<file path="src/design/soc_bus_pkg.sv">
// System bus package with the bus word width and its address and data types
package soc_bus_pkg;

	// ==============================
	// Word width
	// ==============================

	// Address and data share one word width
	localparam int BUS_WIDTH = 32;

	// ==============================
	// Vector types
	// ==============================

	// Byte address on the shared bus
	typedef logic [BUS_WIDTH-1:0] bus_addr_t;

	// Read and write data word
	typedef logic [BUS_WIDTH-1:0] bus_data_t;

endpackage

</file>
<file path="src/design/soc_map_pkg.sv">
// Address map package with region codes, RAM geometry and MMIO register layout
package soc_map_pkg;

	// ==============================
	// Regions, top address nibble
	// ==============================
	typedef logic [3:0] region_t;

	localparam region_t REGION_RAM  = 4'h1;
	localparam region_t REGION_MMIO = 4'h4;

	// ==============================
	// On-chip RAM
	// ==============================
	localparam int RAM_WORDS   = 1024;
	// Accept to ready, in cycles
	localparam int RAM_LATENCY = 3;

	// Word index, address bits 11 down to 2
	typedef logic [9:0] ram_index_t;

	// ==============================
	// MMIO block
	// ==============================
	localparam int LED_WIDTH = 10;
	typedef logic [LED_WIDTH-1:0] led_t;

	// Byte offsets inside the region
	localparam int unsigned MMIO_LED_OFFSET   = 0;
	localparam int unsigned MMIO_FAULT_OFFSET = 4;

	localparam int FAULT_COUNT_WIDTH = 16;
	typedef logic [FAULT_COUNT_WIDTH-1:0] fault_count_t;

endpackage

</file>
<file path="src/design/soc_bus_if.sv">
// One request/ready bus segment between a master and a slave
interface soc_bus_if;
	import soc_bus_pkg::*;

	// Request side, held steady until ready
	logic      request;
	logic      rw;
	bus_addr_t address;
	bus_data_t wdata;

	// Response side, ready is a single cycle pulse
	bus_data_t rdata;
	logic      ready;

	modport master (
		output request,
		output rw,
		output address,
		output wdata,
		input  rdata,
		input  ready
	);

	modport slave (
		input  request,
		input  rw,
		input  address,
		input  wdata,
		output rdata,
		output ready
	);

endinterface

</file>
<file path="src/design/mmio_regs.sv">
// MMIO block with a LED register and a saturating bus-fault counter
module mmio_regs (
	input  logic                clock,
	input  logic                i_rst_n,
	soc_bus_if.slave            bus,
	input  logic                i_fault,
	output soc_map_pkg::led_t   o_led
);
	import soc_bus_pkg::*;
	import soc_map_pkg::*;

	led_t         led_q;
	fault_count_t fault_count;
	bus_data_t    rdata_q;
	logic         ready_q;
	logic         access;
	logic         hit_led;
	logic         hit_fault;

	// New access only when no ready pulse is pending
	assign access    = bus.request && !ready_q;
	assign hit_led   = (bus.address[27:0] == 28'(MMIO_LED_OFFSET));
	assign hit_fault = (bus.address[27:0] == 28'(MMIO_FAULT_OFFSET));

	// ==============================
	// Registers
	// ==============================
	always_ff @(posedge clock) begin
		if (!i_rst_n) begin
			led_q       <= '0;
			fault_count <= '0;
			ready_q     <= 1'b0;
		end else begin
			ready_q <= access;
			if (access && bus.rw && hit_led)
				led_q <= bus.wdata[LED_WIDTH-1:0];
			// Saturate at all ones
			if (i_fault && (fault_count != '1))
				fault_count <= fault_count + 1'b1;
		end
	end

	// Read data, zero for unknown offsets
	always_ff @(posedge clock) begin
		if (access) begin
			if (hit_led)
				rdata_q <= bus_data_t'(led_q);
			else if (hit_fault)
				rdata_q <= bus_data_t'(fault_count);
			else
				rdata_q <= '0;
		end
	end

	assign bus.ready = ready_q;
	assign bus.rdata = rdata_q;
	assign o_led     = led_q;

endmodule

</file>
<file path="src/flat_wrapper.sv">
// flat-port wrapper written by rule: the top's interface ports become plain ports
module mmio_regs_flat import soc_bus_pkg::*; import soc_map_pkg::*;
  (clock, i_rst_n, i_fault, o_led, bus_request, bus_rw, bus_address, bus_wdata, bus_rdata, bus_ready);
  soc_bus_if bus_i ();
  input  logic clock;
  input  logic i_rst_n;
  input  logic i_fault;
  output soc_map_pkg::led_t o_led;
  input wire logic [$bits(bus_i.request)-1:0] bus_request;
  input wire logic [$bits(bus_i.rw)-1:0] bus_rw;
  input wire logic [$bits(bus_i.address)-1:0] bus_address;
  input wire logic [$bits(bus_i.wdata)-1:0] bus_wdata;
  output wire logic [$bits(bus_i.rdata)-1:0] bus_rdata;
  output wire logic [$bits(bus_i.ready)-1:0] bus_ready;
  assign bus_i.request = bus_request;
  assign bus_i.rw = bus_rw;
  assign bus_i.address = bus_address;
  assign bus_i.wdata = bus_wdata;
  assign bus_rdata = bus_i.rdata;
  assign bus_ready = bus_i.ready;
  mmio_regs u_core (.clock(clock), .i_rst_n(i_rst_n), .bus(bus_i), .i_fault(i_fault), .o_led(o_led));
endmodule
</file>
<file path="config.mk">
export PLATFORM = sky130hd
export DESIGN_NAME = mmio_regs_flat
export DESIGN_NICKNAME = d
export VERILOG_FILES = /design/src/design/soc_bus_pkg.sv /design/src/design/soc_map_pkg.sv /design/src/design/soc_bus_if.sv /design/src/design/mmio_regs.sv /design/src/flat_wrapper.sv
export SDC_FILE = /design/constraint.sdc
export NUM_CORES = 1
export LEC_CHECK = 0
export ABC_AREA = 1
export BUFFER_PORTS_ARGS = -buffer_cell sky130_fd_sc_hd__buf_2
export CAP_MARGIN = 40
export CORE_ASPECT_RATIO = 0.7
export CORE_UTILIZATION = 50
export CTS_CLUSTER_DIAMETER = 120
export CTS_CLUSTER_SIZE = 20
export DETAILED_ROUTE_END_ITERATION = 16
export PLACE_DENSITY = 0.92
export REMOVE_ABC_BUFFERS = 1
export SLEW_MARGIN = 0
export SYNTH_ARGS = -nofsm -noshare
export SYNTH_HDL_FRONTEND = slang
export SYNTH_SLANG_ARGS = --single-unit
</file>
<file path="constraint.sdc">
create_clock -name clock -period 3 [get_ports clock]
set_input_delay 0.3 -clock clock [delete_from_list [all_inputs] [get_ports clock]]
set_output_delay 0.3 -clock clock [all_outputs]
set_load 0.02 [all_outputs]
</file>
==> qor.txt <==
status: complete, no violations
Post-DRT Antenna Nets: 0
Clock Pin Slew Worst Setup and Hold Paths: 0.09 ns
f_max: 0.584 GHz
number of CTS-inserted buffers: 5
post-synthesis adder-cell area fraction: 0.547%
GRT Residual Overflow: 0
Synth Area in Compound Gates: 9.25%
VDD IR max: 313 uV
vias post-DR: 2169
share of cells above drive strength 1: 23.7%
clock skew: 0.00929 ns
die area: 4850 sq um
Final Hold Fails: 0
reg2reg path depth: 9
CP Launch Type: flop
post-CTS setup-driven buffer insertion count: 0
htree depth: 2
Cell Rows: 20
first-pass GRT wire length: 8640 microns
DR vias/cell: 4.94
post-DP HPWL: 3650 microns
Worst Tran Pin Value: 0.648 ns
Clock Path Buffers: 2
simple-gate share of the synthesized area: 31.2%
largest family of logic cells by synthesized area: simple AND/OR/NAND/NOR gates
Hold Crit Start: bus_request
ANT cells: 0
Die Wd: 82.8 microns
min-delay worst type: primary input to flop
leakage: 1.23 nW
Final min period: 1.71 ns
Reg2Reg Setup Slack: 1.29 ns
cell area after synthesis: 2290 sq um
Yosys reg bits: 43
Total Routing Usage GR: 22.4%
Routed WL per cell: 11.4 microns
Crit. Startpoint: u_core.fault_count[1]
Clock Tree Root: clkbuf_8
Hold Crit Depth: 3
crit path DAT: 1.90 ns
Hold Path End: u_core.bus.ready
Final TNS setup: 0 ns
largest net degree at the start of global routing: 31
CP Class: flop to flop
Die Y: 58.6 microns
initial DRC count: 111
cts repair resizes: 0
FF-to-FF End: u_core.fault_count[15]
setup violators final: 0
Synth cell types: 25
xor and xnor area share after synthesis: 1.53%
max-cap check violation count: 0
PD cells: 468 nW/um^2
RR Startpoint: u_core.fault_count[1]
initial antenna violation count: 0
endpoint class of the critical path: flop
num ports: 112
CTS Hold Bufs: 0
RSZ-0062 raised after global routing: no
GPL Wtd Cong: 0.887
Starting Density: 52.5%
Gate Count Post-Synth: 314
Pre-Repair DR Iteration Count: 4
Syn. warnings: 0
Post-route DRC: 0
mux contribution to synthesized area: 0%
Clock Latency Late Sink: 0.30 ns
Port Buf Inserts: 69
vias in the first global route: 2016
Core Area: 4350 sq um
CTS tree: built
Total Wirelength: 5020 microns
Syn-to-layout area delta: 20.5%
Worst Path Required: 3.19 ns
total clock sinks: 43
WHS: 0.285 ns
sequential share of the synthesized area: 44.7%
Slew Limit Fails: 0
Critical Path Fanout Max: 8
Tcrit/Tclk final: 57.0%
post-layout net count: 453
Syn Area/Cell: 7.28 sq um
Rel. slew slack: 56.6%
-- worst max-delay path, stage by stage, from the launching register on --
cell	delay [ns]
dfxtp_1	0.35
ha_1	0.23
nand2_1	0.12
nor2_4	0.06
nand2_4	0.10
nor2_1	0.05
nor2_1	0.43
nand3_1	0.14
nand2_1	0.09
nor2_1	0.04
-- flip-flops by register name (all words and copies together) (netlist names) --
register	cells
u_core.bus.rdata	16
u_core.o_led	10
u_core.fault_count	16
u_core.bus.ready	1
-- cells in the mapped netlist, drive strengths merged --
| library cell | instances | area (sq um) |
|---|---|---|
| conb | 1 | 3.75 |
| nand3 | 18 | 90.1 |
| o21ai | 19 | 106 |
| inv | 32 | 120 |
| ha | 1 | 12.5 |
| nand3b | 2 | 15.0 |
| clkbuf | 4 | 15.0 |
| nand2 | 67 | 269 |
| a21oi | 21 | 105 |
| buf | 21 | 154 |
| xor2 | 4 | 35.0 |
| nor2 | 75 | 304 |
| edfxtp | 16 | 480 |
| dfxtp | 27 | 541 |
| nand4 | 1 | 6.26 |
| nor3 | 3 | 15.0 |
| and2 | 1 | 6.26 |
| nor3b | 1 | 7.51 |
-- routing by layer --
metal	global-route usage, %	wire, microns	up-vias
li1	-	-	1099
met1	26.5	2130	980
met2	40.7	2450	81
met3	5.75	375	9
met4	6.90	67	0
met5	0	0	-
-- cell type report --
cell class,instances,area (sq um)
Fill cell,383,1600
Multi-Input combinational cell,229,1040
Sequential cell,43,1020
Timing Repair Buffer,72,368
Inverter,32,120
Clock buffer,5,68.8
Tap cell,55,68.8
Clock inverter,3,67.6
-- worst max-delay path by stage --
stage	endpoint	slack (ns)	cells after the start
after CTS	u_core.fault_count[15]	1.31	9
after global placement	u_core.bus.rdata[7]	1.26	6
after global routing	u_core.fault_count[9]	1.11	8
after floorplan	u_core.o_led[0]	1.04	4
after detailed placement	u_core.bus.rdata[6]	1.12	6
final	u_core.fault_count[15]	1.29	9
-- power breakdown --
part	internal, mW	switching [mW]
combinational	0.0440	0.0810
clock	0.332	0.202
sequential	0.619	0.0104
total	0.995	0.293
-- stage by stage --
| stage | area (sq um) | power, mW | cells | utilization [%] | setup slack (ns) |
|---|---|---|---|---|---|
| 6_report | 2750 | 1.29 | 439 | 63.2 | 1.29 |
| 5_1_grt | 2750 | 1.34 | 439 | 63.2 | 1.11 |
| 4_1_cts | 2750 | 1.29 | 439 | 63.2 | 1.31 |
| 3_5_place_dp | 2620 | 0.768 | 431 | 60.1 | 1.12 |
| 3_3_place_gp | 2620 | 0.762 | 431 | 60.1 | 1.26 |
| 2_1_floorplan | 2170 | 0.712 | 304 | - | 1.04 |
-- logic make-up after synthesis --
kind of cell	Yosys count
simple gates	168
fa+ha+maj	1
buf+inv	57
compound gates	40
xor+xnor	4
flops	43
other cells	1
-- layout by cell type (no fill, tap or decap), drive strengths merged, types with 2 or more instances in the layout --
| master | instances |
|---|---|
| inv | 32 |
| nand2 | 67 |
| clkbuf | 5 |
| bufinv | 2 |
| xor2 | 4 |
| nor3 | 3 |
| dfxtp | 27 |
| nor2 | 75 |
| edfxtp | 16 |
| nand3b | 2 |
| o21ai | 19 |
| a21oi | 21 |
| buf | 72 |
| nand3 | 18 |
| conb | 16 |
No activity file was read; power rests on OpenSTA's default activity.
