--- config.mk ---
export PLATFORM = sky130hd
export DESIGN_NAME = bus_arbiter_flat
export DESIGN_NICKNAME = d
export VERILOG_FILES = /design/src/design/soc_bus_pkg.sv /design/src/design/soc_bus_if.sv /design/src/design/bus_arbiter.sv /design/src/flat_wrapper.sv
export SDC_FILE = /design/constraint.sdc
export NUM_CORES = 1
export LEC_CHECK = 0
export ABC_CLOCK_PERIOD_IN_PS = 3900
export BUFFER_PORTS_ARGS = -buffer_cell sky130_fd_sc_hd__buf_2
export CORE_AREA = 3 3 142 144
export DETAILED_ROUTE_END_ITERATION = 10
export DIE_AREA = 0 0 145 147
export REMOVE_ABC_BUFFERS = 1
export SLEW_MARGIN = 40
export SYNTH_ARGS = -nofsm -noshare
export SYNTH_HDL_FRONTEND = slang
export SYNTH_SLANG_ARGS = --single-unit
--- constraint.sdc ---
create_clock -name clock -period 3.9 [get_ports clock]
set_input_delay 0.78 -clock clock [delete_from_list [all_inputs] [get_ports clock]]
set_output_delay 0.78 -clock clock [all_outputs]
set_load 0.02 [all_outputs]
--- src/design/soc_bus_pkg.sv ---
// System bus package with the bus word width and its address and data types
package soc_bus_pkg;

	// ==============================
	// Word width
	// ==============================

	// Address and data share one word width
	localparam int BUS_WIDTH = 32;

	// ==============================
	// Vector types
	// ==============================

	// Byte address on the shared bus
	typedef logic [BUS_WIDTH-1:0] bus_addr_t;

	// Read and write data word
	typedef logic [BUS_WIDTH-1:0] bus_data_t;

endpackage

--- src/design/soc_bus_if.sv ---
// One request/ready bus segment between a master and a slave
interface soc_bus_if;
	import soc_bus_pkg::*;

	// Request side, held steady until ready
	logic      request;
	logic      rw;
	bus_addr_t address;
	bus_data_t wdata;

	// Response side, ready is a single cycle pulse
	bus_data_t rdata;
	logic      ready;

	modport master (
		output request,
		output rw,
		output address,
		output wdata,
		input  rdata,
		input  ready
	);

	modport slave (
		input  request,
		input  rw,
		input  address,
		input  wdata,
		output rdata,
		output ready
	);

endinterface

--- src/design/bus_arbiter.sv ---
// Fixed-priority arbiter that puts one of three requesters onto the shared bus
module bus_arbiter (
	input  logic                  clock,
	input  logic                  i_rst_n,

	// Port A, instruction fetch, read only
	input  logic                  i_pa_request,
	input  soc_bus_pkg::bus_addr_t i_pa_address,
	output logic                  o_pa_ready,
	output soc_bus_pkg::bus_data_t o_pa_rdata,

	// Port B, data
	input  logic                  i_pb_request,
	input  logic                  i_pb_rw,
	input  soc_bus_pkg::bus_addr_t i_pb_address,
	input  soc_bus_pkg::bus_data_t i_pb_wdata,
	output logic                  o_pb_ready,
	output soc_bus_pkg::bus_data_t o_pb_rdata,

	// Port C, DMA
	input  logic                  i_pc_request,
	input  logic                  i_pc_rw,
	input  soc_bus_pkg::bus_addr_t i_pc_address,
	input  soc_bus_pkg::bus_data_t i_pc_wdata,
	output logic                  o_pc_ready,
	output soc_bus_pkg::bus_data_t o_pc_rdata,

	soc_bus_if.master             bus
);

	typedef enum logic [1:0] {
		ARB_IDLE,
		ARB_PA,
		ARB_PB,
		ARB_PC
	} arb_state_e;

	arb_state_e state;

	// ==============================
	// Grant FSM
	// ==============================

	// Priority B, C, A; grant held until the bus answers
	always_ff @(posedge clock) begin
		if (!i_rst_n) begin
			state <= ARB_IDLE;
		end else begin
			case (state)
				ARB_IDLE: begin
					if (i_pb_request)
						state <= ARB_PB;
					else if (i_pc_request)
						state <= ARB_PC;
					else if (i_pa_request)
						state <= ARB_PA;
				end
				default: begin
					// One idle cycle after every transfer
					if (bus.ready)
						state <= ARB_IDLE;
				end
			endcase
		end
	end

	// ==============================
	// Bus mux
	// ==============================
	always_comb begin
		bus.request = 1'b0;
		bus.rw      = 1'b0;
		bus.address = '0;
		bus.wdata   = '0;
		case (state)
			ARB_PA: begin
				bus.request = i_pa_request;
				bus.address = i_pa_address;
			end
			ARB_PB: begin
				bus.request = i_pb_request;
				bus.rw      = i_pb_rw;
				bus.address = i_pb_address;
				bus.wdata   = i_pb_wdata;
			end
			ARB_PC: begin
				bus.request = i_pc_request;
				bus.rw      = i_pc_rw;
				bus.address = i_pc_address;
				bus.wdata   = i_pc_wdata;
			end
			default: ;
		endcase
	end

	// Response only reaches the granted port
	assign o_pa_ready = (state == ARB_PA) && bus.ready;
	assign o_pb_ready = (state == ARB_PB) && bus.ready;
	assign o_pc_ready = (state == ARB_PC) && bus.ready;

	assign o_pa_rdata = (state == ARB_PA) ? bus.rdata : '0;
	assign o_pb_rdata = (state == ARB_PB) ? bus.rdata : '0;
	assign o_pc_rdata = (state == ARB_PC) ? bus.rdata : '0;

endmodule

--- src/flat_wrapper.sv ---
// flat-port wrapper written by rule: the top's interface ports become plain ports
module bus_arbiter_flat 
  (clock, i_rst_n, i_pa_request, i_pa_address, o_pa_ready, o_pa_rdata, i_pb_request, i_pb_rw, i_pb_address, i_pb_wdata, o_pb_ready, o_pb_rdata, i_pc_request, i_pc_rw, i_pc_address, i_pc_wdata, o_pc_ready, o_pc_rdata, bus_request, bus_rw, bus_address, bus_wdata, bus_rdata, bus_ready);
  soc_bus_if bus_i ();
  input  logic clock;
  input  logic i_rst_n;
  input  logic i_pa_request;
  input  soc_bus_pkg::bus_addr_t i_pa_address;
  output logic o_pa_ready;
  output soc_bus_pkg::bus_data_t o_pa_rdata;
  input  logic i_pb_request;
  input  logic i_pb_rw;
  input  soc_bus_pkg::bus_addr_t i_pb_address;
  input  soc_bus_pkg::bus_data_t i_pb_wdata;
  output logic o_pb_ready;
  output soc_bus_pkg::bus_data_t o_pb_rdata;
  input  logic i_pc_request;
  input  logic i_pc_rw;
  input  soc_bus_pkg::bus_addr_t i_pc_address;
  input  soc_bus_pkg::bus_data_t i_pc_wdata;
  output logic o_pc_ready;
  output soc_bus_pkg::bus_data_t o_pc_rdata;
  output wire logic [$bits(bus_i.request)-1:0] bus_request;
  output wire logic [$bits(bus_i.rw)-1:0] bus_rw;
  output wire logic [$bits(bus_i.address)-1:0] bus_address;
  output wire logic [$bits(bus_i.wdata)-1:0] bus_wdata;
  input wire logic [$bits(bus_i.rdata)-1:0] bus_rdata;
  input wire logic [$bits(bus_i.ready)-1:0] bus_ready;
  assign bus_request = bus_i.request;
  assign bus_rw = bus_i.rw;
  assign bus_address = bus_i.address;
  assign bus_wdata = bus_i.wdata;
  assign bus_i.rdata = bus_rdata;
  assign bus_i.ready = bus_ready;
  bus_arbiter u_core (.clock(clock), .i_rst_n(i_rst_n), .i_pa_request(i_pa_request), .i_pa_address(i_pa_address), .o_pa_ready(o_pa_ready), .o_pa_rdata(o_pa_rdata), .i_pb_request(i_pb_request), .i_pb_rw(i_pb_rw), .i_pb_address(i_pb_address), .i_pb_wdata(i_pb_wdata), .o_pb_ready(o_pb_ready), .o_pb_rdata(o_pb_rdata), .i_pc_request(i_pc_request), .i_pc_rw(i_pc_rw), .i_pc_address(i_pc_address), .i_pc_wdata(i_pc_wdata), .o_pc_ready(o_pc_ready), .o_pc_rdata(o_pc_rdata), .bus(bus_i));
endmodule
==> impl_metrics.ini <==
[status]
outcome = completed

[clocking]
cts_resized = 0
cts_made_buffers = 3
cts-root-buf = clkbuf_16
htree_levels = 1
clock_latency_ns = 0.22
clockBufferDepth = 2
clk_pin_slew_ns = 0.03
cts_tree = yes
postCtsSetupRepairBufs = 0
hold_buffers = 0
numClockSinks = 2

[floorplanning]
core_mm2 = 0.0188
die_y_um = 147
die_x_um = 145
std_cell_rows = 50
start_util_pct = 11.4
dieArea_mm2 = 0.0213
io_pins = 365

[placement]
hpwlAfterDp_um = 9530
gp_congestion = 0.818
numPortBuffers = 364
pre_cts_ws_ns = 1.21

[worst_setup_path]
arrival_ns = 2.14
crit_path_start_kind = flip-flop
crit_required_ns = 3.12
cp-end-kind = output port
cp_top_family = flip-flops
crit_buf_inv = 2
worst-setup-path-type = reg -> out
r2r_start = u_core.state[0]$_SDFFE_PN0P_
crit_slowest_cell = dfxtp_4
crit_fanout = 57
slowest_delay_ns = 0.79
cp_cell_sequence = buf_4, mux2_2, a22o_1, buf_2
crit_start = u_core.state[0]$_SDFFE_PN0P_

[cells_and_area]
largest-register = u_core.state
design.final.nets = 820
synthToLayoutAreaGrowth_pct = 96.7
fill_cells = 2072
antenna_cells = 0
drive_above_1_share_pct = 65.2
top_regs = u_core.state: 2 flops
utilization_pct = 22.5
largest_register_ffs = 2

[synthesis]
netlist_top_cells_count = and2_1 (66), nor2b_1 (34), a22o_1 (33), and3_1 (33), mux2i_1 (33)
synth-main-ff-cell = dfxtp_1
synthArstFlopShare_pct = 0
yosysWarnings = 0
yosys-top-cells-area = and2_1 (19%), mux2i_1 (15%), a22o_1 (13%), mux2_2 (12%), nor2b_1 (9.9%)
synth_edf_count = 0
ys_types = 21
post_synth.cell_area_avg_um2 = 7.79
synthMostInstantiatedCell = and2_1
synthCells = 276
syn_area_mm2 = 0.00215
yosys.area.top_type = and2_1
yosysTopAreaCellShare_pct = 19.2
synth-seq-area-share_pct = 1.86
ys_ff_latch = 2

[worst_hold_path]
hold_path_class = in -> reg
min_from = i_rst_n

[sta]
worstMarginPinSlew_ns = 0.718
period_minus_slack_ns = 2.92
final-setup-viol-count = 0
fin_crit_sh_pct = 74.8
clock_skew_ns = 0.00386
final-hold-violation-count = 0
grt_setup_unrepaired = false
fin_setup_tns_ns = 0
fin_hold_ws_ns = 0.795
fmax_mhz = 343
slew_headroom_pct = 52.1
drv_slew = 0
timing.final.ws_setup_ns = 0.985

[route]
vias = 3355
vias_per_cell = 3.82
avgRoutedWirePerCell_um = 12.8
drc = 0
drtAntennaViolNets = 0
wl_um = 11200
drt_iter0_drc = 128
drt_pass1_iterations = 4

[pwr]
p_leak_nw = 2.58
power_w = 0.000786
p_per_area_mw_per_mm2 = 186
vdd_ir_drop_max_mv = 0.124

[global_route]
grt_max_degree = 58
first_global_vias = 3249
overflow = 0
antenna_found_initial = 0
grt_util_all_layers_pct = 9.24
grt_pass1_wl_um = 16600

[job]
max_cap_viol_count = 0
## report_power, final
group	switching (W)	internal, W	total [W]
clock	0.0000236	0.000130	0.000154
sequential	0.0000302	0.0000228	0.0000530
combinational	0.000314	0.000266	0.000579
## path summary, 6_finish.rpt
check / to / depth (start not counted) / slack [ns]
worst max-delay path: bus_address[24] / 4 / 0.98
worst min-delay path: u_core.state[0]$_SDFFE_PN0P_ / 2 / 0.79
worst max register to register: u_core.state[0]$_SDFFE_PN0P_ / 3 / 2.44
worst min register to register: u_core.state[1]$_SDFFE_PN0P_ / 3 / 0.92
## metrics by stage
step | std cells | instance area (µm²)
6_report | 878 | 4230
5_1_grt | 878 | 4230
3_3_place_gp | 875 | 4160
4_1_cts | 878 | 4230
3_5_place_dp | 875 | 4160
2_1_floorplan | 243 | 1940
## cell type report
cell class                 instances  area (µm²)  share of cell area, %
sequential                         2        47.5                   1.12
tap                              260         325                   7.69
clock buffer                       3        75.1                   1.77
timing repair buffer             372        1880                   44.5
multi-input combinational        241        1900                   44.9
## layout by cell type (no fill, tap or decap), drive strengths merged
cell type and instances:
a21boi 1, a22o 33, and2 66, and3 33, buf 372, clkbuf 3
dfxtp 2, mux2 33, mux2i 33, nand2b 1, nor2 2, nor2b 36
nor4 1, o21a 1, o21ai 1
## metal layers
layer,GRT usage [%],vias to the layer above,wire [µm],part of all wire (%)
met5,0,-,0,0
met4,0.570,0,17,0.15
met3,2.19,4,1030,9.2
met2,18.2,212,5830,52
met1,10.6,1487,4320,39
li1,-,1652,-,-
## kinds of logic after synthesis
logic type / share of synthesized area (%)
flip-flops: 1.86
buffers and inverters: 9.77
AO/OA/AOI/OAI: 14.4
multiplexers: 32.8
AND/OR/NAND/NOR: 41.2
No activity file was read; power rests on OpenSTA's default activity.
