==> config.mk <==
export PLATFORM = sky130hd
export DESIGN_NAME = bus_decoder_flat
export DESIGN_NICKNAME = d
export VERILOG_FILES = /design/src/design/soc_bus_pkg.sv /design/src/design/soc_map_pkg.sv /design/src/design/soc_bus_if.sv /design/src/design/bus_decoder.sv /design/src/flat_wrapper.sv
export SDC_FILE = /design/constraint.sdc
export NUM_CORES = 1
export LEC_CHECK = 0
export ABC_AREA = 1
export BUFFER_PORTS_ARGS = -buffer_cell sky130_fd_sc_hd__buf_2
export CAP_MARGIN = 10
export CORE_AREA = 2 2 117 119
export CTS_BUF_LIST = sky130_fd_sc_hd__clkbuf_4 sky130_fd_sc_hd__clkbuf_8 sky130_fd_sc_hd__clkbuf_16
export CTS_CLUSTER_DIAMETER = 80
export DETAILED_ROUTE_END_ITERATION = 6
export DIE_AREA = 0 0 119 121
export HOLD_SLACK_MARGIN = 0.06
export PLACE_DENSITY_LB_ADDON = 0.3
export SYNTH_ARGS = -nofsm -noshare
export SYNTH_HDL_FRONTEND = slang
export SYNTH_SLANG_ARGS = --single-unit
==> constraint.sdc <==
create_clock -name clock -period 1.5 [get_ports clock]
set_clock_uncertainty 0.2 [all_clocks]
set_input_delay 0.3 -clock clock [delete_from_list [all_inputs] [get_ports clock]]
set_output_delay 0.3 -clock clock [all_outputs]
set_load 0.005 [all_outputs]
==> src/design/soc_bus_pkg.sv <==
// System bus package with the bus word width and its address and data types
package soc_bus_pkg;

	// ==============================
	// Word width
	// ==============================

	// Address and data share one word width
	localparam int BUS_WIDTH = 32;

	// ==============================
	// Vector types
	// ==============================

	// Byte address on the shared bus
	typedef logic [BUS_WIDTH-1:0] bus_addr_t;

	// Read and write data word
	typedef logic [BUS_WIDTH-1:0] bus_data_t;

endpackage

==> src/design/soc_map_pkg.sv <==
// Address map package with region codes, RAM geometry and MMIO register layout
package soc_map_pkg;

	// ==============================
	// Regions, top address nibble
	// ==============================
	typedef logic [3:0] region_t;

	localparam region_t REGION_RAM  = 4'h1;
	localparam region_t REGION_MMIO = 4'h4;

	// ==============================
	// On-chip RAM
	// ==============================
	localparam int RAM_WORDS   = 1024;
	// Accept to ready, in cycles
	localparam int RAM_LATENCY = 3;

	// Word index, address bits 11 down to 2
	typedef logic [9:0] ram_index_t;

	// ==============================
	// MMIO block
	// ==============================
	localparam int LED_WIDTH = 10;
	typedef logic [LED_WIDTH-1:0] led_t;

	// Byte offsets inside the region
	localparam int unsigned MMIO_LED_OFFSET   = 0;
	localparam int unsigned MMIO_FAULT_OFFSET = 4;

	localparam int FAULT_COUNT_WIDTH = 16;
	typedef logic [FAULT_COUNT_WIDTH-1:0] fault_count_t;

endpackage

==> src/design/soc_bus_if.sv <==
// One request/ready bus segment between a master and a slave
interface soc_bus_if;
	import soc_bus_pkg::*;

	// Request side, held steady until ready
	logic      request;
	logic      rw;
	bus_addr_t address;
	bus_data_t wdata;

	// Response side, ready is a single cycle pulse
	bus_data_t rdata;
	logic      ready;

	modport master (
		output request,
		output rw,
		output address,
		output wdata,
		input  rdata,
		input  ready
	);

	modport slave (
		input  request,
		input  rw,
		input  address,
		input  wdata,
		output rdata,
		output ready
	);

endinterface

==> src/design/bus_decoder.sv <==
// Address decoder that routes bus requests to RAM or MMIO and completes unmapped accesses
module bus_decoder (
	input  logic      clock,
	input  logic      i_rst_n,
	soc_bus_if.slave  bus,
	soc_bus_if.master ram,
	soc_bus_if.master mmio,
	output logic      o_fault
);
	import soc_bus_pkg::*;
	import soc_map_pkg::*;

	region_t region;
	logic    sel_ram;
	logic    sel_mmio;
	logic    unmapped_req;
	logic    fault_q;

	// ==============================
	// Region decode
	// ==============================
	assign region   = bus.address[BUS_WIDTH-1 -: $bits(region_t)];
	assign sel_ram  = (region == REGION_RAM);
	assign sel_mmio = (region == REGION_MMIO);

	assign unmapped_req = bus.request && !sel_ram && !sel_mmio;

	// Only the selected target sees the request
	assign ram.request = bus.request && sel_ram;
	assign ram.rw      = bus.rw;
	assign ram.address = bus.address;
	assign ram.wdata   = bus.wdata;

	assign mmio.request = bus.request && sel_mmio;
	assign mmio.rw      = bus.rw;
	assign mmio.address = bus.address;
	assign mmio.wdata   = bus.wdata;

	// ==============================
	// Unmapped completion
	// ==============================

	// One pulse per access, the request is still held during it
	always_ff @(posedge clock) begin
		if (!i_rst_n)
			fault_q <= 1'b0;
		else
			fault_q <= unmapped_req && !fault_q;
	end

	assign o_fault = fault_q;

	// Response mux
	always_comb begin
		if (sel_ram) begin
			bus.rdata = ram.rdata;
			bus.ready = ram.ready;
		end else if (sel_mmio) begin
			bus.rdata = mmio.rdata;
			bus.ready = mmio.ready;
		end else begin
			// Unmapped reads return zero
			bus.rdata = '0;
			bus.ready = fault_q;
		end
	end

endmodule

==> src/flat_wrapper.sv <==
// flat-port wrapper written by rule: the top's interface ports become plain ports
module bus_decoder_flat import soc_bus_pkg::*; import soc_map_pkg::*;
  (clock, i_rst_n, o_fault, bus_request, bus_rw, bus_address, bus_wdata, bus_rdata, bus_ready, ram_request, ram_rw, ram_address, ram_wdata, ram_rdata, ram_ready, mmio_request, mmio_rw, mmio_address, mmio_wdata, mmio_rdata, mmio_ready);
  soc_bus_if bus_i ();
  soc_bus_if ram_i ();
  soc_bus_if mmio_i ();
  input  logic clock;
  input  logic i_rst_n;
  output logic o_fault;
  input wire logic [$bits(bus_i.request)-1:0] bus_request;
  input wire logic [$bits(bus_i.rw)-1:0] bus_rw;
  input wire logic [$bits(bus_i.address)-1:0] bus_address;
  input wire logic [$bits(bus_i.wdata)-1:0] bus_wdata;
  output wire logic [$bits(bus_i.rdata)-1:0] bus_rdata;
  output wire logic [$bits(bus_i.ready)-1:0] bus_ready;
  output wire logic [$bits(ram_i.request)-1:0] ram_request;
  output wire logic [$bits(ram_i.rw)-1:0] ram_rw;
  output wire logic [$bits(ram_i.address)-1:0] ram_address;
  output wire logic [$bits(ram_i.wdata)-1:0] ram_wdata;
  input wire logic [$bits(ram_i.rdata)-1:0] ram_rdata;
  input wire logic [$bits(ram_i.ready)-1:0] ram_ready;
  output wire logic [$bits(mmio_i.request)-1:0] mmio_request;
  output wire logic [$bits(mmio_i.rw)-1:0] mmio_rw;
  output wire logic [$bits(mmio_i.address)-1:0] mmio_address;
  output wire logic [$bits(mmio_i.wdata)-1:0] mmio_wdata;
  input wire logic [$bits(mmio_i.rdata)-1:0] mmio_rdata;
  input wire logic [$bits(mmio_i.ready)-1:0] mmio_ready;
  assign bus_i.request = bus_request;
  assign bus_i.rw = bus_rw;
  assign bus_i.address = bus_address;
  assign bus_i.wdata = bus_wdata;
  assign bus_rdata = bus_i.rdata;
  assign bus_ready = bus_i.ready;
  assign ram_request = ram_i.request;
  assign ram_rw = ram_i.rw;
  assign ram_address = ram_i.address;
  assign ram_wdata = ram_i.wdata;
  assign ram_i.rdata = ram_rdata;
  assign ram_i.ready = ram_ready;
  assign mmio_request = mmio_i.request;
  assign mmio_rw = mmio_i.rw;
  assign mmio_address = mmio_i.address;
  assign mmio_wdata = mmio_i.wdata;
  assign mmio_i.rdata = mmio_rdata;
  assign mmio_i.ready = mmio_ready;
  bus_decoder u_core (.clock(clock), .i_rst_n(i_rst_n), .bus(bus_i), .ram(ram_i), .mmio(mmio_i), .o_fault(o_fault));
endmodule
==> results of run 1 <==
-- Yosys cell counts --
cell / n / area share, %
nor2_4: 1 / 0.73
nand2_1: 68 / 17
inv_1: 4 / 0.97
buf_4: 130 / 63
nor2_1: 3 / 0.73
clkbuf_1: 3 / 0.73
nand3_2: 1 / 0.65
buf_2: 3 / 0.97
dfxtp_1: 1 / 1.3
inv_2: 1 / 0.24
buf_6: 3 / 2.2
nand3_1: 35 / 11
nor2_2: 1 / 0.41
-- report_power, final --
part | internal [mW] | switching (mW) | total, mW
sequential | 0.0288 | 0.000724 | 0.0296
clock | 0 | 0 | 0
combinational | 0.174 | 0.151 | 0.325
-- stage by stage --
step / power, mW / instance area, um^2 / instances / hold slack, ns / setup slack, ns
final: 0.354 / 1790 / 431 / 0.356 / -0.237
after global routing: 0.388 / 1790 / 431 / 0.378 / -0.335
after CTS: 0.351 / 1720 / 432 / 0.361 / -0.267
after detailed placement: 0.291 / 1450 / 422 / 0.359 / -0.410
after global placement: 0.288 / 1450 / 422 / 0.352 / -0.394
after floorplan: 0.384 / 1540 / 254 / 0.240 / 0.0767
-- final timing paths --
path,to,slack [ns],depth (start not counted)
worst max-delay path,bus_rdata[10],-0.24,9
worst min-delay path,u_core.o_fault$_SDFF_PN0_,0.36,3
worst max register to register,u_core.o_fault$_SDFF_PN0_,0.56,4
worst min register to register,u_core.o_fault$_SDFF_PN0_,0.47,4
-- critical path, stage by stage --
cell and delay, ns:
buf_6 0.10, nor2_4 0.16, nand3_4 0.11, inv_4 0.09, buf_12 0.12, buf_12 0.15
nand2_2 0.06, nand2_1 0.05, buf_2 0.10
-- logic make-up after synthesis --
kind of cell	count (synthesis)	synth area share (%)
simple gates	109	30.4
buf+inv	144	68.3
flops	1	1.30
-- per-layer routing --
layer	track usage (%)	wire length [um]	vias up	part of all wire (%)
met5	0	16	-	0.30
met4	4.46	364	2	6.8
li1	-	-	657	-
met2	13.0	2740	113	52
met1	6.59	1670	591	31
met3	1.55	525	44	9.9
-- area by class of cell --
type	count	area, um^2
Fill cell	1506	11300
Inverter	5	21.3
Tap cell	176	220
Timing Repair Buffer	140	895
Multi-Input combinational cell	109	629
Sequential cell	1	20.0
-- timing repair --
| item | 4_1_cts | 5_1_grt |
|---|---|---|
| resized for setup | 40 | 22 |
| endpoints found under the setup margin | 35 | 36 |
| gates cloned | 3 | 0 |
| pin swaps | 4 | 2 |
| setup buffers | 8 | 1 |
==> impl_metrics.tcl, run 1 <==
set metrics [dict create \
    outcome "complete, but fails checks" \
    violations "setup timing" \
    antenna_found_initial 1 \
    grt_first_pass_wirelength_um 7600 \
    post-route-period-util_pct 116 \
    ys_ff_latch 1 \
    portBuffers 116 \
    synthesis.nets 388 \
    via_count 1407 \
    worst_setup_path_end_kind "output port" \
    die_y_um 121 \
    drtPass1Iterations 4 \
    grt_pass1_vias 1399 \
    fp-row-count 42 \
    final_core_util_pct 13.6 \
    critPathRequiredTime_ns 1.00 \
    p_leak_nw 1.09 \
    initial_utilization_pct 11.8 \
    min-delay-start "i_rst_n" \
    die-area_um2 14400 \
    final_common_cell "buf_2" \
    cp.arrival_ns 1.24 \
    coreArea_um2 13100 \
    grt_max_degree 25 \
    via_per_inst 3.26 \
    crit_type "input pin to output port" \
    path_clk_slew_ns 0 \
    rr_startpoint "u_core.o_fault$_SDFF_PN0_" \
    worst_pin_slew_ns 0.193 \
    largest_reg_flops 1 \
    grt_use_total_pct 6.83 \
    maxSlewViolCount 0 \
    dp_hpwl_um 3960 \
    wl_per_cell_um 12.4 \
    synthesis.yosys.warnings 0 \
    wl_um 5320 \
    place_congestion 0.642 \
    hold_violations 0 \
    min_period_ns 1.74 \
    worstSetupStartpointType "input pin" \
    yosysSeqAreaShare_pct 1.30 \
    hold_buffers 0 \
    drc 0 \
    rsz0062_at_grt "true" \
    fin_nets 391 \
    timing.final.ws_setup_ns -0.237 \
    fmax_mhz 576 \
    postRouteAntennaNets 0 \
    cp-startpoint "bus_address[31]" \
    avgSynthCellArea_um2 6.08 \
    power_density_nw_per_um2 198 \
    layout-drive-gt1-share_pct 71.0 \
    netlist_area_um2 1540 \
    clk_latency_ns 0 \
    ir_worst_vdd_mv 0.0401 \
    diodes 0 \
    relSlewSlack_pct 87.1 \
    drv_cap 0 \
    tns_ns -7.12 \
    synth_cells 254 \
    areaGrowthSynthToFinish_pct 15.6 \
    worstHoldPathType "input pin to register" \
    synth_cell_type_count 13 \
    setup-violations-final 34 \
    mostFrequentLayoutCells "114 x buf_2, 34 x nand3_1, 34 x nand2_1" \
    critPathMaxFanout 8 \
    dieWidth_um 119 \
    drt-initial-drc-count 8 \
    overflow 0 \
    io_pins 300 \
]
(Power assumes the default switching activity.)
==> run 2, diff against run 1 <==
--- a/config.mk
+++ b/config.mk
@@ -6,13 +6,12 @@
 export NUM_CORES = 1
 export LEC_CHECK = 0
 export ABC_AREA = 1
-export BUFFER_PORTS_ARGS = -buffer_cell sky130_fd_sc_hd__buf_2
 export CAP_MARGIN = 10
-export CORE_AREA = 2 2 117 119
-export CTS_BUF_LIST = sky130_fd_sc_hd__clkbuf_4 sky130_fd_sc_hd__clkbuf_8 sky130_fd_sc_hd__clkbuf_16
+export CORE_AREA = 2 2 118 120
 export CTS_CLUSTER_DIAMETER = 80
 export DETAILED_ROUTE_END_ITERATION = 6
-export DIE_AREA = 0 0 119 121
+export DIE_AREA = 0 0 120 122
+export DONT_BUFFER_PORTS = 1
 export HOLD_SLACK_MARGIN = 0.06
 export PLACE_DENSITY_LB_ADDON = 0.3
 export SYNTH_ARGS = -nofsm -noshare
==> run 2 against run 1 <==
The flow now finishes without violations. Wire length down 16%. Core utilization fell by 5.6 points. Maximum frequency rose by 16%. Cell count fell by 28%. First-iteration DRC count rose to 4.8 times the previous value. Design area shrank 39%. Critical path depth is 3 lower. Sequential share of layout area is 0.72 points higher. Sequential cell count unchanged. Die area grew 1.7%.
==> impl_metrics.tcl, run 2 (same netlist as run 1, synthesis figures left out) <==
set metrics [dict create \
    outcome "complete, no violations" \
    crit_type "input pin to output port" \
    layout-drive-gt1-share_pct 39.7 \
    grt_use_total_pct 4.82 \
    ir_worst_vdd_mv 0.0365 \
    fin_nets 267 \
    critPathRequiredTime_ns 1.00 \
    wl_um 4450 \
    crit_path_top_delay_cell "nor2_4" \
    cp-startpoint "bus_address[31]" \
    setup-violations-final 0 \
    die-area_um2 14600 \
    antenna_found_initial 0 \
    path_clk_slew_ns 0 \
    wl_per_cell_um 14.3 \
    portBuffers 0 \
    hold_buffers 0 \
    crit_path_frequent_cell "nand2_1" \
    drt-initial-drc-count 38 \
    largest_reg_flops 1 \
    maxSlewViolCount 0 \
    worstSetupStartpointType "input pin" \
    dieWidth_um 120 \
    critPathMaxFanout 10 \
    io_pins 300 \
    max_stage_delay_ns 0.17 \
    final_common_cell "nand2_1" \
    timing.final.ws_setup_ns 0.00541 \
    critPathTopFamily "simple AND/OR/NAND/NOR gates" \
    crit_cells 6 \
    power.total_mw 0.179 \
    drtPass1Iterations 4 \
    worst_pin_slew_ns 0.184 \
    fp-row-count 43 \
    relSlewSlack_pct 87.7 \
    place_congestion 0.765 \
    areaGrowthSynthToFinish_pct -29.6 \
    rsz0062_at_grt "true" \
    cp_cell_sequence "nor2_4 -> nand3_4 -> clkinv_8 -> clkbuf_16 -> nand2_1 -> nand2_1" \
    drv_cap 0 \
    worstSetupEndpoint "bus_rdata[28]" \
    grt_pass1_vias 939 \
    place_ws_ns -0.0512 \
    overflow 0 \
    worst_setup_path_end_kind "output port" \
    worstHoldPathType "input pin to register" \
    dp_hpwl_um 3630 \
    min_period_ns 1.49 \
    power_density_nw_per_um2 164 \
    timing.rr.end "u_core.o_fault$_SDFF_PN0_" \
    drc 0 \
    final_core_util_pct 8.05 \
    via_per_inst 3.08 \
    hold_violations 0 \
    reg2reg_depth 3 \
    cp.arrival_ns 0.99 \
    tns_ns 0 \
    cp_num_buf_inv 2 \
    diodes 0 \
    rr_startpoint "u_core.o_fault$_SDFF_PN0_" \
    clk_latency_ns 0 \
    grt_max_degree 21 \
    initial_utilization_pct 11.4 \
    post-route-period-util_pct 99.6 \
    postRouteAntennaNets 0 \
    grt_first_pass_wirelength_um 5330 \
    r2r_slack_ns 0.65 \
    die_y_um 122 \
    fmax_mhz 669 \
    coreArea_um2 13500 \
    p_leak_nw 0.476 \
    via_count 958 \
    mostFrequentLayoutCells "38 x nand2_1, 34 x nand3_1, 26 x nand2_2" \
]
[run 2: worst register-to-register path, cell delays in order, from the launching register on]
cell     delay (ns)
dfxtp_1        0.34
inv_1          0.06
nand2_2        0.08
nor2_1         0.06
[run 2: timing repair]
action,CTS,global route
hold endpoints to repair,0,0
pin swaps,0,5
endpoints found under the setup margin,19,24
gates cloned,0,3
resized for setup,4,43
buffers inserted,0,2
[run 2: layer usage]
layer  GRT usage [%]  vias to the layer above  part of all wire, %
met5               0                        -                    0
met4            5.07                        0                   10
met3            1.36                       59                   12
met2            8.63                       92                   49
met1            4.18                      396                   28
li1                -                      411                    -
[run 2: stage by stage]
stage                     cells  hold slack (ns)  instance area, um^2
final                       311            0.279                 1090
after detailed placement    306            0.285                  853
after global placement      306            0.294                  853
after CTS                   306            0.286                  870
after global routing        311            0.277                 1090
after floorplan             254            0.240                 1540
[run 2: final cells by class]
cell class / count / area [um^2]
flip-flops and latches: 1 / 20.0
fillers: 1586 / 12400
well taps: 180 / 225
repair buffers: 16 / 226
inverters: 5 / 31.3
multi-input cells: 109 / 584
[run 2: worst min path at each step]
stage / startpoint / endpoint / slack [ns] / cells past startpoint
5_1_grt: i_rst_n / u_core.o_fault$_SDFF_PN0_ / 0.28 / 2
3_3_place_gp: i_rst_n / u_core.o_fault$_SDFF_PN0_ / 0.29 / 2
6_report: i_rst_n / u_core.o_fault$_SDFF_PN0_ / 0.28 / 2
4_1_cts: i_rst_n / u_core.o_fault$_SDFF_PN0_ / 0.29 / 2
3_5_place_dp: i_rst_n / u_core.o_fault$_SDFF_PN0_ / 0.29 / 2
2_1_floorplan: bus_request / u_core.o_fault$_SDFF_PN0_ / 0.24 / 2
[run 2: power by group]
part | leakage (nW) | total (mW) | switching (mW) | internal, mW
clock network | 0 | 0 | 0 | 0
registers | 0.00827 | 0.0302 | 0.00135 | 0.0289
logic | 0.468 | 0.148 | 0.0841 | 0.0643
==> run 3, diff against run 2 <==
--- a/config.mk
+++ b/config.mk
@@ -8,12 +8,12 @@
 export ABC_AREA = 1
 export CAP_MARGIN = 10
 export CORE_AREA = 2 2 118 120
-export CTS_CLUSTER_DIAMETER = 80
+export CTS_CLUSTER_DIAMETER = 40
 export DETAILED_ROUTE_END_ITERATION = 6
 export DIE_AREA = 0 0 120 122
 export DONT_BUFFER_PORTS = 1
 export HOLD_SLACK_MARGIN = 0.06
-export PLACE_DENSITY_LB_ADDON = 0.3
+export PLACE_DENSITY_LB_ADDON = 0.12
 export SYNTH_ARGS = -nofsm -noshare
 export SYNTH_HDL_FRONTEND = slang
 export SYNTH_SLANG_ARGS = --single-unit
==> run 3 against run 2 <==
The flow now finishes with violations (setup timing). Wire length grew 24%. Design area grew 13%. Cell count grew 1.3%. Critical path depth grew 1. Register-to-register slack lost 0.07 ns. Sequential power is essentially flat. Maximum frequency shrank 2.3%. Critical path type unchanged. Largest power group unchanged.
==> impl_metrics.tcl, run 3 (same netlist as run 1, synthesis figures left out) <==
set metrics [dict create \
    outcome "complete, but fails checks" \
    violations "setup timing" \
    mostFrequentLayoutCells "35 x nand2_2, 33 x nand3_1, 29 x nand2_1" \
    die-area_um2 14600 \
    grt_first_pass_wirelength_um 6020 \
    hold_violations 0 \
    max_stage_delay_ns 0.17 \
    relSlewSlack_pct 87.6 \
    worst_setup_path_end_kind "output port" \
    rsz0062_at_grt "true" \
    grt_pass1_vias 889 \
    place_congestion 0.603 \
    drc 0 \
    layout-drive-gt1-share_pct 48.9 \
    areaGrowthSynthToFinish_pct -20.2 \
    grt_use_total_pct 5.66 \
    largest_reg_flops 1 \
    p_leak_nw 0.521 \
    critPathTopFamily "buffers and inverters" \
    via_count 992 \
    worstSetupStartpointType "input pin" \
    ir_worst_vdd_mv 0.0450 \
    power_density_nw_per_um2 188 \
    overflow 0 \
    critPathRequiredTime_ns 1.00 \
    fin_nets 271 \
    critPathMaxFanout 6 \
    timing.final.ws_setup_ns -0.0290 \
    final_core_util_pct 9.13 \
    wl_per_cell_um 17.5 \
    diodes 0 \
    dp_hpwl_um 3600 \
    clk_latency_ns 0 \
    drtPass1Iterations 4 \
    antenna_found_initial 0 \
    cp_num_buf_inv 4 \
    drv_cap 0 \
    wl_um 5500 \
    die_y_um 122 \
    crit_type "input pin to output port" \
    grt_max_degree 22 \
    min_period_ns 1.53 \
    dieWidth_um 120 \
    worstHoldPathType "input pin to register" \
    cp.arrival_ns 1.03 \
    fmax_mhz 654 \
    setup-violations-final 23 \
    initial_utilization_pct 11.4 \
    coreArea_um2 13500 \
    crit_path_frequent_cell "nand2_1" \
    path_clk_slew_ns 0 \
    via_per_inst 3.15 \
    portBuffers 0 \
    power.total_mw 0.231 \
    final_common_cell "nand2_2" \
    post-route-period-util_pct 102 \
    holdWs_ns 0.251 \
    postRouteAntennaNets 0 \
    fp-row-count 43 \
    maxSlewViolCount 0 \
    io_pins 300 \
    cp_cell_sequence "clkinvlp_4 -> buf_6 -> nand3_4 -> clkinv_8 -> clkbuf_16 -> nand2_1 -> nand2_1" \
    tns_ns -0.336 \
    crit_path_top_delay_cell "clkbuf_16" \
    worst_pin_slew_ns 0.186 \
    drt-initial-drc-count 23 \
]
[run 3: worst paths after layout]
| path | startpoint | end | slack [ns] | cells after the start |
|---|---|---|---|---|
| min | i_rst_n | u_core.o_fault$_SDFF_PN0_ | 0.25 | 2 |
| min reg2reg | u_core.o_fault$_SDFF_PN0_ | u_core.o_fault$_SDFF_PN0_ | 0.46 | 4 |
| max reg2reg | u_core.o_fault$_SDFF_PN0_ | u_core.o_fault$_SDFF_PN0_ | 0.58 | 4 |
| max | bus_address[30] | bus_rdata[7] | -0.03 | 7 |
[run 3: metrics by stage]
stage | setup slack (ns) | instance area, um^2 | instances
final | -0.0290 | 1230 | 315
after detailed placement | -0.111 | 856 | 304
after floorplan | 0.0767 | 1540 | 254
after CTS | -0.0297 | 985 | 309
after global placement | -0.115 | 856 | 304
after global routing | -0.0669 | 1230 | 315
[run 3: area by class of cell]
class	instances	area [um^2]
Multi-Input combinational cell	109	609
Inverter	5	35.0
Fill cell	1589	12300
Timing Repair Buffer	20	343
Tap cell	180	225
Sequential cell	1	20.0
[run 3: layer usage]
metal	track usage, %	share of wire [%]	wire length [um]
met5	0	0	0
met4	4.78	7.0	387
met3	1.64	10	547
met2	8.56	43	2380
met1	6.59	40	2180
[run 3: repair_timing]
item	4_1_cts	5_1_grt
setup endpoints to repair	29	33
cloned	2	5
hold buffers	0	0
setup buffers	5	1
pin swaps	5	12
resized for setup	10	44
[run 3: worst reg2reg max path, delay by kind of cell (launching register included)]
family / cells / cell delay (ns)
AND/OR/NAND/NOR: 2 / 0.11
buffers and inverters: 2 / 0.15
flip-flops: 1 / 0.33
[run 3: where the power goes]
part	switching (mW)	internal (mW)	leakage (nW)
Sequential	0.00129	0.0289	0.00827
Clock	0	0	0
Combinational	0.105	0.0958	0.513
